## src/rtl/rvPkg.sv

```systemverilog
// Shared widths, opcode and funct3 codes, vector typedefs
// ALU operation and immediate format enums for the core
package rvPkg;

    localparam int XLEN       = 32;  // Data and address width
    localparam int REG_ADDR_W = 5;   // Register index width

    typedef logic [XLEN-1:0]       word_t;     // Data, addresses, instructions
    typedef logic [REG_ADDR_W-1:0] regAddr_t;  // Register index

    // Major opcodes, instr[6:0]
    localparam logic [6:0] OP_RTYPE  = 7'b0110011;
    localparam logic [6:0] OP_ITYPE  = 7'b0010011;
    localparam logic [6:0] OP_LOAD   = 7'b0000011;
    localparam logic [6:0] OP_STORE  = 7'b0100011;
    localparam logic [6:0] OP_BRANCH = 7'b1100011;

    // funct3 codes for the supported ALU ops
    localparam logic [2:0] F3_ADD = 3'b000;  // add, sub, addi
    localparam logic [2:0] F3_SLT = 3'b010;
    localparam logic [2:0] F3_OR  = 3'b110;
    localparam logic [2:0] F3_AND = 3'b111;

    // Operation performed by the ALU
    typedef enum logic [2:0] {
        ALU_ADD = 3'd0,
        ALU_SUB = 3'd1,
        ALU_AND = 3'd2,
        ALU_OR  = 3'd3,
        ALU_SLT = 3'd4
    } aluOp_t;

    // Immediate layout picked by the decoder
    typedef enum logic [1:0] {
        IMM_I = 2'd0,  // Loads and addi
        IMM_S = 2'd1,  // Stores
        IMM_B = 2'd2   // Branch offset, bit 0 implied
    } immSel_t;

    localparam word_t RESET_PC = '0;  // First fetch after reset

endpackage
```

## src/rtl/ctrlIf.sv

```systemverilog
// Decoded control bundle shared by decoder and datapath
`timescale 1ns/1ps

interface ctrlIf;
    import rvPkg::*;

    logic    regWrite;  // Write back into rd
    logic    aluSrc;    // Immediate as operand B
    logic    memRead;
    logic    memWrite;
    logic    memToReg;  // Write-back from data memory
    logic    branch;    // beq in flight
    aluOp_t  aluOp;
    immSel_t immSel;

    modport decoder (
        output regWrite, aluSrc, memRead, memWrite, memToReg, branch, aluOp, immSel
    );

    modport datapath (
        input regWrite, aluSrc, memRead, memWrite, memToReg, branch, aluOp, immSel
    );

endinterface

```

## src/rtl/alu.sv

```systemverilog
// ALU for add, sub, and, or, slt with zero flag
`timescale 1ns/1ps

module alu (
    ctrlIf.datapath       ctrl,
    input  rvPkg::word_t  a,
    input  rvPkg::word_t  b,
    output rvPkg::word_t  result,
    output logic          zero
);
    import rvPkg::*;

    logic lessThan;  // Signed compare

    assign lessThan = $signed(a) < $signed(b);

    always_comb begin
        case (ctrl.aluOp)
            ALU_ADD: result = a + b;
            ALU_SUB: result = a - b;   // Also beq compare
            ALU_AND: result = a & b;
            ALU_OR:  result = a | b;
            ALU_SLT: result = {{(XLEN-1){1'b0}}, lessThan};
            default: result = '0;
        endcase
    end

    assign zero = (result == '0);  // Equal operands on sub

endmodule

```

## src/rtl/immGen.sv

```systemverilog
// Immediate extraction and sign extension, I, S and B formats
`timescale 1ns/1ps

module immGen (
    input  rvPkg::word_t  instr,
    ctrlIf.datapath       ctrl,
    output rvPkg::word_t  imm
);
    import rvPkg::*;

    logic sign;  // Always instr[31] in RV32

    assign sign = instr[31];

    always_comb begin
        case (ctrl.immSel)
            IMM_S: begin
                imm = {{20{sign}}, instr[31:25], instr[11:7]};
            end
            IMM_B: begin
                // Scrambled offset, low bit implied zero
                imm = {{19{sign}}, instr[31], instr[7], instr[30:25], instr[11:8], 1'b0};
            end
            default: begin
                imm = {{20{sign}}, instr[31:20]};  // I format
            end
        endcase
    end

endmodule

```

## src/rtl/mainDecoder.sv

```systemverilog
// Instruction decoder with the ALU control folded in
`timescale 1ns/1ps

module mainDecoder (
    input  logic          clk,    // Assertion clock only
    input  logic          rstN,
    input  rvPkg::word_t  instr,
    ctrlIf.decoder        ctrl
);
    import rvPkg::*;

    logic [6:0] opcode;
    logic [2:0] funct3;
    logic       subBit;   // funct7[5] on R-type only
    logic       knownOp;
    aluOp_t     fieldOp;  // Op from funct3/funct7

    assign opcode  = instr[6:0];
    assign funct3  = instr[14:12];
    assign subBit  = (opcode == OP_RTYPE) && instr[30];  // addi immediates may set bit 30
    assign knownOp = opcode inside {OP_RTYPE, OP_ITYPE, OP_LOAD, OP_STORE, OP_BRANCH};

    always_comb begin
        case (funct3)
            F3_ADD:  fieldOp = subBit ? ALU_SUB : ALU_ADD;
            F3_SLT:  fieldOp = ALU_SLT;
            F3_OR:   fieldOp = ALU_OR;
            F3_AND:  fieldOp = ALU_AND;
            default: fieldOp = ALU_ADD;
        endcase
    end

    always_comb begin
        // Nop unless an opcode matches
        ctrl.regWrite = 1'b0;
        ctrl.aluSrc   = 1'b0;
        ctrl.memRead  = 1'b0;
        ctrl.memWrite = 1'b0;
        ctrl.memToReg = 1'b0;
        ctrl.branch   = 1'b0;
        ctrl.aluOp    = ALU_ADD;
        ctrl.immSel   = IMM_I;
        case (opcode)
            OP_RTYPE: begin
                ctrl.regWrite = 1'b1;
                ctrl.aluOp    = fieldOp;
            end
            OP_ITYPE: begin
                ctrl.regWrite = 1'b1;
                ctrl.aluSrc   = 1'b1;
                ctrl.aluOp    = fieldOp;
            end
            OP_LOAD: begin
                ctrl.regWrite = 1'b1;
                ctrl.aluSrc   = 1'b1;     // Address = rs1 + imm
                ctrl.memRead  = 1'b1;
                ctrl.memToReg = 1'b1;
            end
            OP_STORE: begin
                ctrl.aluSrc   = 1'b1;
                ctrl.memWrite = 1'b1;
                ctrl.immSel   = IMM_S;
            end
            OP_BRANCH: begin
                ctrl.branch   = 1'b1;
                ctrl.aluOp    = ALU_SUB;  // Zero flag means equal
                ctrl.immSel   = IMM_B;
            end
            default: ;
        endcase
        // Hold off all state changes in reset
        if (!rstN) begin
            ctrl.regWrite = 1'b0;
            ctrl.memRead  = 1'b0;
            ctrl.memWrite = 1'b0;
        end
    end

    aMemExclusive: assert property (@(posedge clk) !(ctrl.memRead && ctrl.memWrite))
        else $error("memRead and memWrite both high");

    aUnknownOpQuiet: assert property (@(posedge clk) disable iff (!rstN)
        !knownOp |-> !(ctrl.regWrite || ctrl.memRead || ctrl.memWrite || ctrl.branch))
        else $error("Unknown opcode %b raised an enable", opcode);

endmodule

```

## src/rtl/pcUnit.sv

```systemverilog
// Program counter with sequential or branch next address
`timescale 1ns/1ps

module pcUnit (
    input  logic          clk,
    input  logic          rstN,
    ctrlIf.datapath       ctrl,
    input  logic          zero,   // ALU equal flag
    input  rvPkg::word_t  imm,    // Branch offset
    output rvPkg::word_t  pc
);
    import rvPkg::*;

    word_t pcSeq;
    word_t pcBranch;
    logic  taken;

    assign pcSeq    = pc + word_t'(4);  // Byte addressed
    assign pcBranch = pc + imm;
    assign taken    = ctrl.branch && zero;

    always_ff @(posedge clk) begin
        if (!rstN) begin
            pc <= RESET_PC;
        end else begin
            pc <= taken ? pcBranch : pcSeq;
        end
    end

    aPcAligned: assert property (@(posedge clk) disable iff (!rstN) pc[1:0] == 2'b00)
        else $error("PC misaligned: %h", pc);

endmodule

```

## src/rtl/regFile.sv

```systemverilog
// 32 x 32 register file, two async reads, one sync write
`timescale 1ns/1ps

module regFile (
    input  logic            clk,
    ctrlIf.datapath         ctrl,
    input  rvPkg::regAddr_t rs1,
    input  rvPkg::regAddr_t rs2,
    input  rvPkg::regAddr_t rd,
    input  rvPkg::word_t    wdata,
    output rvPkg::word_t    rdata1,
    output rvPkg::word_t    rdata2
);
    import rvPkg::*;

    word_t regs [1:(2**REG_ADDR_W)-1];  // No storage behind x0

    always_ff @(posedge clk) begin
        if (ctrl.regWrite && rd != '0) begin  // Writes to x0 dropped
            regs[rd] <= wdata;
        end
    end

    // x0 reads as zero
    assign rdata1 = (rs1 == '0) ? '0 : regs[rs1];
    assign rdata2 = (rs2 == '0) ? '0 : regs[rs2];

    aZeroReg: assert property (@(posedge clk)
        (rs1 != '0 || rdata1 == '0) && (rs2 != '0 || rdata2 == '0))
        else $error("x0 read back nonzero");

endmodule

```

## src/rtl/riscvCore.sv

```systemverilog
// Single-cycle RV32I subset core, decoder plus datapath
// Instruction and data memories live outside, combinational read
`timescale 1ns/1ps

module riscvCore (
    input  logic          clk,
    input  logic          rstN,
    output rvPkg::word_t  imemAddr,
    input  rvPkg::word_t  imemData,
    output rvPkg::word_t  dmemAddr,
    output rvPkg::word_t  dmemWdata,
    output logic          dmemWe,
    output logic          dmemRe,
    input  rvPkg::word_t  dmemRdata
);
    import rvPkg::*;

    ctrlIf ctrlBus ();

    word_t    pc;
    word_t    imm;
    word_t    rdata1;
    word_t    rdata2;
    word_t    aluB;       // Operand B after mux
    word_t    aluResult;
    word_t    wbData;     // Register write-back value
    logic     aluZero;
    regAddr_t rs1;
    regAddr_t rs2;
    regAddr_t rd;

    // Register fields sit at fixed positions
    assign rs1 = imemData[19:15];
    assign rs2 = imemData[24:20];
    assign rd  = imemData[11:7];

    assign aluB   = ctrlBus.aluSrc ? imm : rdata2;
    assign wbData = ctrlBus.memToReg ? dmemRdata : aluResult;

    assign imemAddr  = pc;
    assign dmemAddr  = aluResult;  // rs1 + offset
    assign dmemWdata = rdata2;
    assign dmemWe    = ctrlBus.memWrite;
    assign dmemRe    = ctrlBus.memRead;

    mainDecoder i_mainDecoder (
        .clk   (clk),
        .rstN  (rstN),
        .instr (imemData),
        .ctrl  (ctrlBus.decoder)
    );

    pcUnit i_pcUnit (
        .clk  (clk),
        .rstN (rstN),
        .ctrl (ctrlBus.datapath),
        .zero (aluZero),
        .imm  (imm),
        .pc   (pc)
    );

    regFile i_regFile (
        .clk    (clk),
        .ctrl   (ctrlBus.datapath),
        .rs1    (rs1),
        .rs2    (rs2),
        .rd     (rd),
        .wdata  (wbData),
        .rdata1 (rdata1),
        .rdata2 (rdata2)
    );

    immGen i_immGen (
        .instr (imemData),
        .ctrl  (ctrlBus.datapath),
        .imm   (imm)
    );

    alu i_alu (
        .ctrl   (ctrlBus.datapath),
        .a      (rdata1),
        .b      (aluB),
        .result (aluResult),
        .zero   (aluZero)
    );

endmodule

```

## config.mk

```make
export PLATFORM = sky130hd
export DESIGN_NAME = riscvCore
export DESIGN_NICKNAME = d
export VERILOG_FILES = /design/src/rtl/rvPkg.sv /design/src/rtl/ctrlIf.sv /design/src/rtl/alu.sv /design/src/rtl/immGen.sv /design/src/rtl/mainDecoder.sv /design/src/rtl/pcUnit.sv /design/src/rtl/regFile.sv /design/src/rtl/riscvCore.sv
export SDC_FILE = /design/constraint.sdc
export NUM_CORES = 2
export LEC_CHECK = 0
export BUFFER_PORTS_ARGS = -buffer_cell sky130_fd_sc_hd__buf_2
export CAP_MARGIN = 0
export CORE_AREA = 2 2 407 409
export CTS_BUF_LIST = sky130_fd_sc_hd__clkbuf_8
export CTS_CLUSTER_SIZE = 16
export DETAILED_ROUTE_END_ITERATION = 16
export DIE_AREA = 0 0 409 411
export PLACE_DENSITY_LB_ADDON = 0.12
export SLEW_MARGIN = 5
export SYNTH_ARGS = -nofsm -noshare
export SYNTH_HDL_FRONTEND = slang
export SYNTH_HIERARCHICAL = 1
export SYNTH_SLANG_ARGS = --single-unit
```

## constraint.sdc

```tcl
create_clock -name clk -period 9.1 [get_ports clk]
set_input_delay 1.82 -clock clk [delete_from_list [all_inputs] [get_ports clk]]
set_output_delay 1.82 -clock clk [all_outputs]
set_load 0.01 [all_outputs]
```

Word-level counts from Yosys, hierarchy flattened
Memories as Yosys holds them, arrays and structs flattened. Cells that the tools add are included.

Flip-flop bits (word level): 32. Bits in writable memories: 992. Bits of input ports: 66. Output and inout bits: 98. Word-level logic and storage cells: 56. Memories: 1.

Memories: i_regFile.regs (depth 31, width 32, read ports 2, clocked after memory_dff 0, write ports 1, RTL line regFile.sv:16) `word_t regs [1:(2**REG_ADDR_W)-1];`.

Add/subtract/negate cells: 4. Magnitude comparators: 1. Equality and inequality tests: 14. Mux-type cells: 21. Bitwise gates (word level): 2. Reduce and logical (&&, ||, !) cells: 12.

Operators by type and width (number): 2-to-1 mux 32 bit (5); one-hot mux 32 bit (5 select lines) (1); adder 32 bit (2); adder 32 x 3 -> 32 bit, second input constant (1); bitwise AND 32 bit (1); zero test 32 bit (1); < comparator 32 bit (1); bitwise OR 32 bit (1); subtractor 32 bit (1); one-hot mux 12 bit (2 select lines) (1); equality test 7 x 6 -> 1 bit, second input constant (2); one-hot mux 3 bit (4 select lines) (1); 2-to-1 mux 1 bit (11); zero test 5 bit (2); equality test 3 x 2 -> 1 bit, second input constant (3); equality test 3 bit, second input constant (3); equality test 7 x 2 -> 1 bit, second input constant (1); equality test 7 x 5 -> 1 bit, second input constant (1); equality test 7 bit, second input constant (1); zero test 3 bit (2); one-hot mux 3 bit (2 select lines) (1); OR reduction 3 bit (2); nonzero test 5 bit (1); one-hot mux 2 bit (2 select lines) (1); 5 further kinds (7).

Longest topological paths before layout
Word-level depth: 10. Gate-level depth with buffers: 30. Gate-level depth less buffers: 27.

Hierarchy
Netlist, hierarchy kept.

Modules (own cells, without submodules): regFile (times used 1, cells each 2593, area an instance 46489.6 sq um, seq. area each 29788.6 sq um); alu (times used 1, cells each 804, area an instance 5228.8 sq um, seq. area each 0.0 sq um); pcUnit (times used 1, cells each 477, area an instance 3688.5 sq um, seq. area each 640.6 sq um); riscvCore (times used 1, cells each 72, area an instance 1088.5 sq um, seq. area each 0.0 sq um); immGen (times used 1, cells each 49, area an instance 320.3 sq um, seq. area each 0.0 sq um); mainDecoder (times used 1, cells each 22, area an instance 165.2 sq um, seq. area each 0.0 sq um).

Worst setup path before layout
No wires, ideal clock.

Kind: input -> output. Start point: input imemData[20]. End point: output dmemAddr[29]. Data arrival time: 6.044 ns. Data required time: 7.280 ns. Setup slack: 1.236 ns. Cell stages on the path: 21. Buffers on the path: 4. Path through: buf_2 buf_4 buf_2 mux4_2 mux2_2 nand2_1 nand4_1 mux2_4 inv_1 ha_1 buf_2 and3_1 nand4_1 o221ai_1 o211ai_1 a211oi_2 or4b_1 a21oi_1 a21oi_1 xor2_1 o22ai_1.

Word-level cells in the longest chain between the ends: 5. Elaborated cells between the ends (all ways): 10. Those cells by class: 2 x add/sub; 4 x mux; 2 x bitwise; 1 x reduce/logical; 1 x memory.

Ends and longest elaborated chain: start, declared (RTL line riscvCore.sv:9) `input rvPkg::word_t imemData,`; memory (31 x 32 bit) / zero test 5 bit (equally long branches); 2-to-1 mux 32 bit (*) (RTL line regFile.sv:26) `assign rdata2 = (rs2 == '0) ? '0 : regs[rs2];`; net dmemWdata[8] (RTL line riscvCore.sv:11) `output rvPkg::word_t dmemWdata,`; 2-to-1 mux 32 bit (*) (RTL line riscvCore.sv:37) `assign aluB = ctrlBus.aluSrc ? imm : rdata2;`; net aluB[8] (RTL line riscvCore.sv:24) `word_t aluB;`; subtractor 32 bit / adder 32 bit (equally long branches) (RTL line alu.sv:20, alu.sv:19); one-hot mux 32 bit (5 select lines) (*) (RTL line alu.sv:18) `case (ctrl.aluOp)`; end, declared (RTL line riscvCore.sv:10) `output rvPkg::word_t dmemAddr,`.

The timed path passes the listed nets; every way through them passes the cells marked *.

Worst setup path after layout
Start point: input imemData[24]. End point: output dmemAddr[30].

Word-level cells in the longest chain between the ends: 5. Elaborated cells between the ends (all ways): 10. Those cells by class: 2 x add/sub; 4 x mux; 2 x bitwise; 1 x reduce/logical; 1 x memory.

Ends and longest elaborated chain (RTL line): memory (31 x 32 bit) / zero test 5 bit (equally long branches); 2-to-1 mux 32 bit (*) (regFile.sv:26); 2-to-1 mux 32 bit (*) (riscvCore.sv:37); net aluB[0] (riscvCore.sv:24); subtractor 32 bit / adder 32 bit (equally long branches) (alu.sv:20, alu.sv:19); one-hot mux 32 bit (5 select lines) (*) (alu.sv:18).

Marked as above.

==> impl_metrics.ini <==
[global_route]
grt_util_all_layers_pct = 25.0
grt_pass1_vias = 39100
grtUsageMet3_pct = 3.96
grt-ovfl-total = 0
grt_max_degree = 92
grtUsageMet2_pct = 40.4
grt_busiest_layer = met2
grt_antenna_before_repair = 9
grt_util_met1_pct = 34.6
grt_pass1_wl_um = 299000

[pwr]
p_per_area_nw_per_um2 = 196
p_clk_share_pct = 32.0
comb_power_share_pct = 22.7
switching_share_pct = 31.4
power_frac_seq_pct = 45.3
switchingPower_w = 0.00402
p_int_w = 0.00878
ir_worst_vdd_uv = 149
p_leak_nw = 23.3

[timing]
fmax_ghz = 0.112
period_share_pct = 97.9
finClkSkew_ns = 0.0802
whs_ns = 0.482
hold_violations = 0
fin_ws_ns = 0.188
slew_headroom_pct = 24.9
worst_pin_slew_ns = 1.12
period_minus_slack_ns = 8.91
setup_viol = 0
drv_slew = 0

[final_layout]
area_growth_pct = 14.8
fin_util_pct = 39.9
finish.instance_area_um2 = 65400
layout-drive-gt1-share_pct = 27.5
fin_nets = 4570

[flow_run]
max_cap_viol_count = 0

[synthesis]
synth_xor_area_share_pct = 0.984
syn_area_um2 = 57000
synth_seq_cells = 1024
synthesis.nets = 4225
synth_top_family_by_area = multiplexers
synth_area_leaders = edfxtp_1, mux4_2, mux2i_1, ha_1, a21oi_1
synth-simple-area-share_pct = 7.29
synth-seq-area-share_pct = 53.4
synthAdderAreaFrac_pct = 3.16
synthMuxAreaShare_pct = 22.0
synth_common_cells = edfxtp_1, mux4_2, mux2i_1
synth_compound_area_share_pct = 9.24
synth_enable_flop_cells = 992
synth.most_common_cell = edfxtp_1
syn_avg_cell_area_um2 = 14.2
ys.flop_type = edfxtp_1
ys.warnings.count = 6
synth_cells = 4017
synth_cell_type_count = 107
yosysTopAreaCell = edfxtp_1
synth_top_area_share_pct = 52.3
synth-async-reset-ratio_pct = 0

[setup_path]
crit_fanout = 17
cp.arrival_ns = 7.09
required_ns = 7.28
path_class = in2out
startpoint_type = input pin
crit_path_end_kind = output pin

[placement]
dpl.hpwl_um = 138000
place.gp.congestion = 0.943
io_buffer_count = 163
place_worst_setup_slack_ns = -0.00148
dpl_cell_area_um2 = 61900

[clock_network]
clkTransAtPathRegs_ns = 0.06
cts_tree = yes
insertion_delay_ns = 0.97
holdBufCountCts = 0
clockBufferDepth = 3
cts_made_buffers = 179
root_buffer = clkbuf_8
cts_sinks = 1024
cts-htree-levels = 4

[floorplan]
die_h_um = 411
rows = 149
dieArea_um2 = 168000
coreArea_um2 = 164000
fp.dieW_um = 409
start_util_pct = 34.8
ios = 164

[hold_path]
hold_path.class = reg2reg

[route]
drt-total-wl_um = 214000
drcViolationCount = 0
wire_per_inst_um = 31.9
drtIter0Drc = 4146
ant_nets = 0
vias = 39100
drtPass1Iterations = 5
drt-vias-per-instance = 5.84

[run_status]
outcome = complete, no violations
power by group through the flow:
| stage | registers [W] | logic [W] | clock network [W] |
|---|---|---|---|
| after floorplan | 0.00589 | 0.00158 | 0 |
| after global placement | 0.00590 | 0.00287 | 0 |
| after detailed placement | 0.00590 | 0.00285 | 0 |
| after CTS | 0.00580 | 0.00286 | 0.00421 |
| after global routing | 0.00580 | 0.00309 | 0.00440 |
| final | 0.00580 | 0.00290 | 0.00410 |
cell type report:
class                   instances  area, um2
diodes                          3       7.51
clock buffers                 181       2490
clock inverters               145        858
fillers                     15300      98500
inverters                     109        409
multi-input cells            2573      24700
flip-flops and latches       1024      30400
well taps                    2189       2740
repair buffers                475       3810
layout by cell type (no fill, tap or decap), drive strengths merged, types with 52 or more instances in the layout:
| cell | count |
|---|---|
| mux2i | 327 |
| edfxtp | 992 |
| a211oi | 52 |
| clkbuf | 186 |
| nand3 | 97 |
| nand2 | 194 |
| mux4 | 350 |
| a22oi | 95 |
| o21ai | 111 |
| ha | 139 |
| clkinv | 74 |
| nor2 | 240 |
| inv | 171 |
| buf | 470 |
| mux2 | 98 |
| a21oi | 190 |
worst paths after layout:
path                                                      from                     endpoint  slack (ns)  cells after the start
worst min register to register     i_pcUnit/pc[0]$_SDFFE_PN0P_  i_pcUnit/pc[0]$_SDFFE_PN0P_        0.48                      2
worst max-delay path                              imemData[24]                 dmemAddr[30]        0.19                     23
worst min-delay path               i_pcUnit/pc[0]$_SDFFE_PN0P_  i_pcUnit/pc[0]$_SDFFE_PN0P_        0.48                      2
worst max register to register  i_regFile/regs[7][0]$_DFFE_PP_   i_pcUnit/pc[31]$_SDFF_PN0_        2.28                     28
per-stage QoR:
stage / instances / power, W / setup TNS [ns]
floorplan: 4017 / 0.00747 / 0
global placement: 6367 / 0.00876 / -0.0419
detailed placement: 6367 / 0.00875 / -0.00148
CTS: 6692 / 0.0129 / 0
global route: 6698 / 0.0133 / -0.00897
finish: 6699 / 0.0128 / 0
critical path, cell delays in order:
cell and delay (ns):
buf_2 0.33, buf_4 0.43, a21oi_1 0.07, buf_4 0.24
o21ai_0 0.11, a31oi_1 0.17, buf_4 0.23, mux2_2 0.31
ha_1 0.22, fa_1 0.45, nor2_1 0.12, o21ai_0 0.18
a21oi_1 0.27, nor3_2 0.10, buf_4 0.16, a21o_1 0.18
buf_4 0.13, or4_1 0.49, a311oi_2 0.27, xor2_1 0.27
o21ai_0 0.18, buf_4 0.18, buf_2 0.13
flip-flops by register name, summed over array words and instances (netlist names):
name and cells:
i_regFile/regs 992, i_pcUnit/pc 32
timing repair:
action                                  4_1_cts  5_1_grt
endpoints found under the setup margin        1        4
resized for setup                             0       19
pin swaps                                     0        3
gates cloned                                  0        4
buffers inserted                              0        0
logic make-up (layout without fill, tap and decap cells):
family | count (synthesis) | after routing
other cells | 0 | 3
mux | 775 | 775
flops | 1024 | 1024
xor+xnor | 64 | 64
simple gates | 834 | 834
compound gates | 758 | 758
buf+inv | 420 | 910
fa+ha+maj | 142 | 142
layer usage:
| metal | routed length [um] | vias to the layer above |
|---|---|---|
| li1 | - | 16700 |
| met1 | 92600 | 20400 |
| met2 | 99900 | 1626 |
| met3 | 14900 | 316 |
| met4 | 6200 | 4 |
| met5 | 27 | - |
No activity file was read; power rests on OpenSTA's default activity.
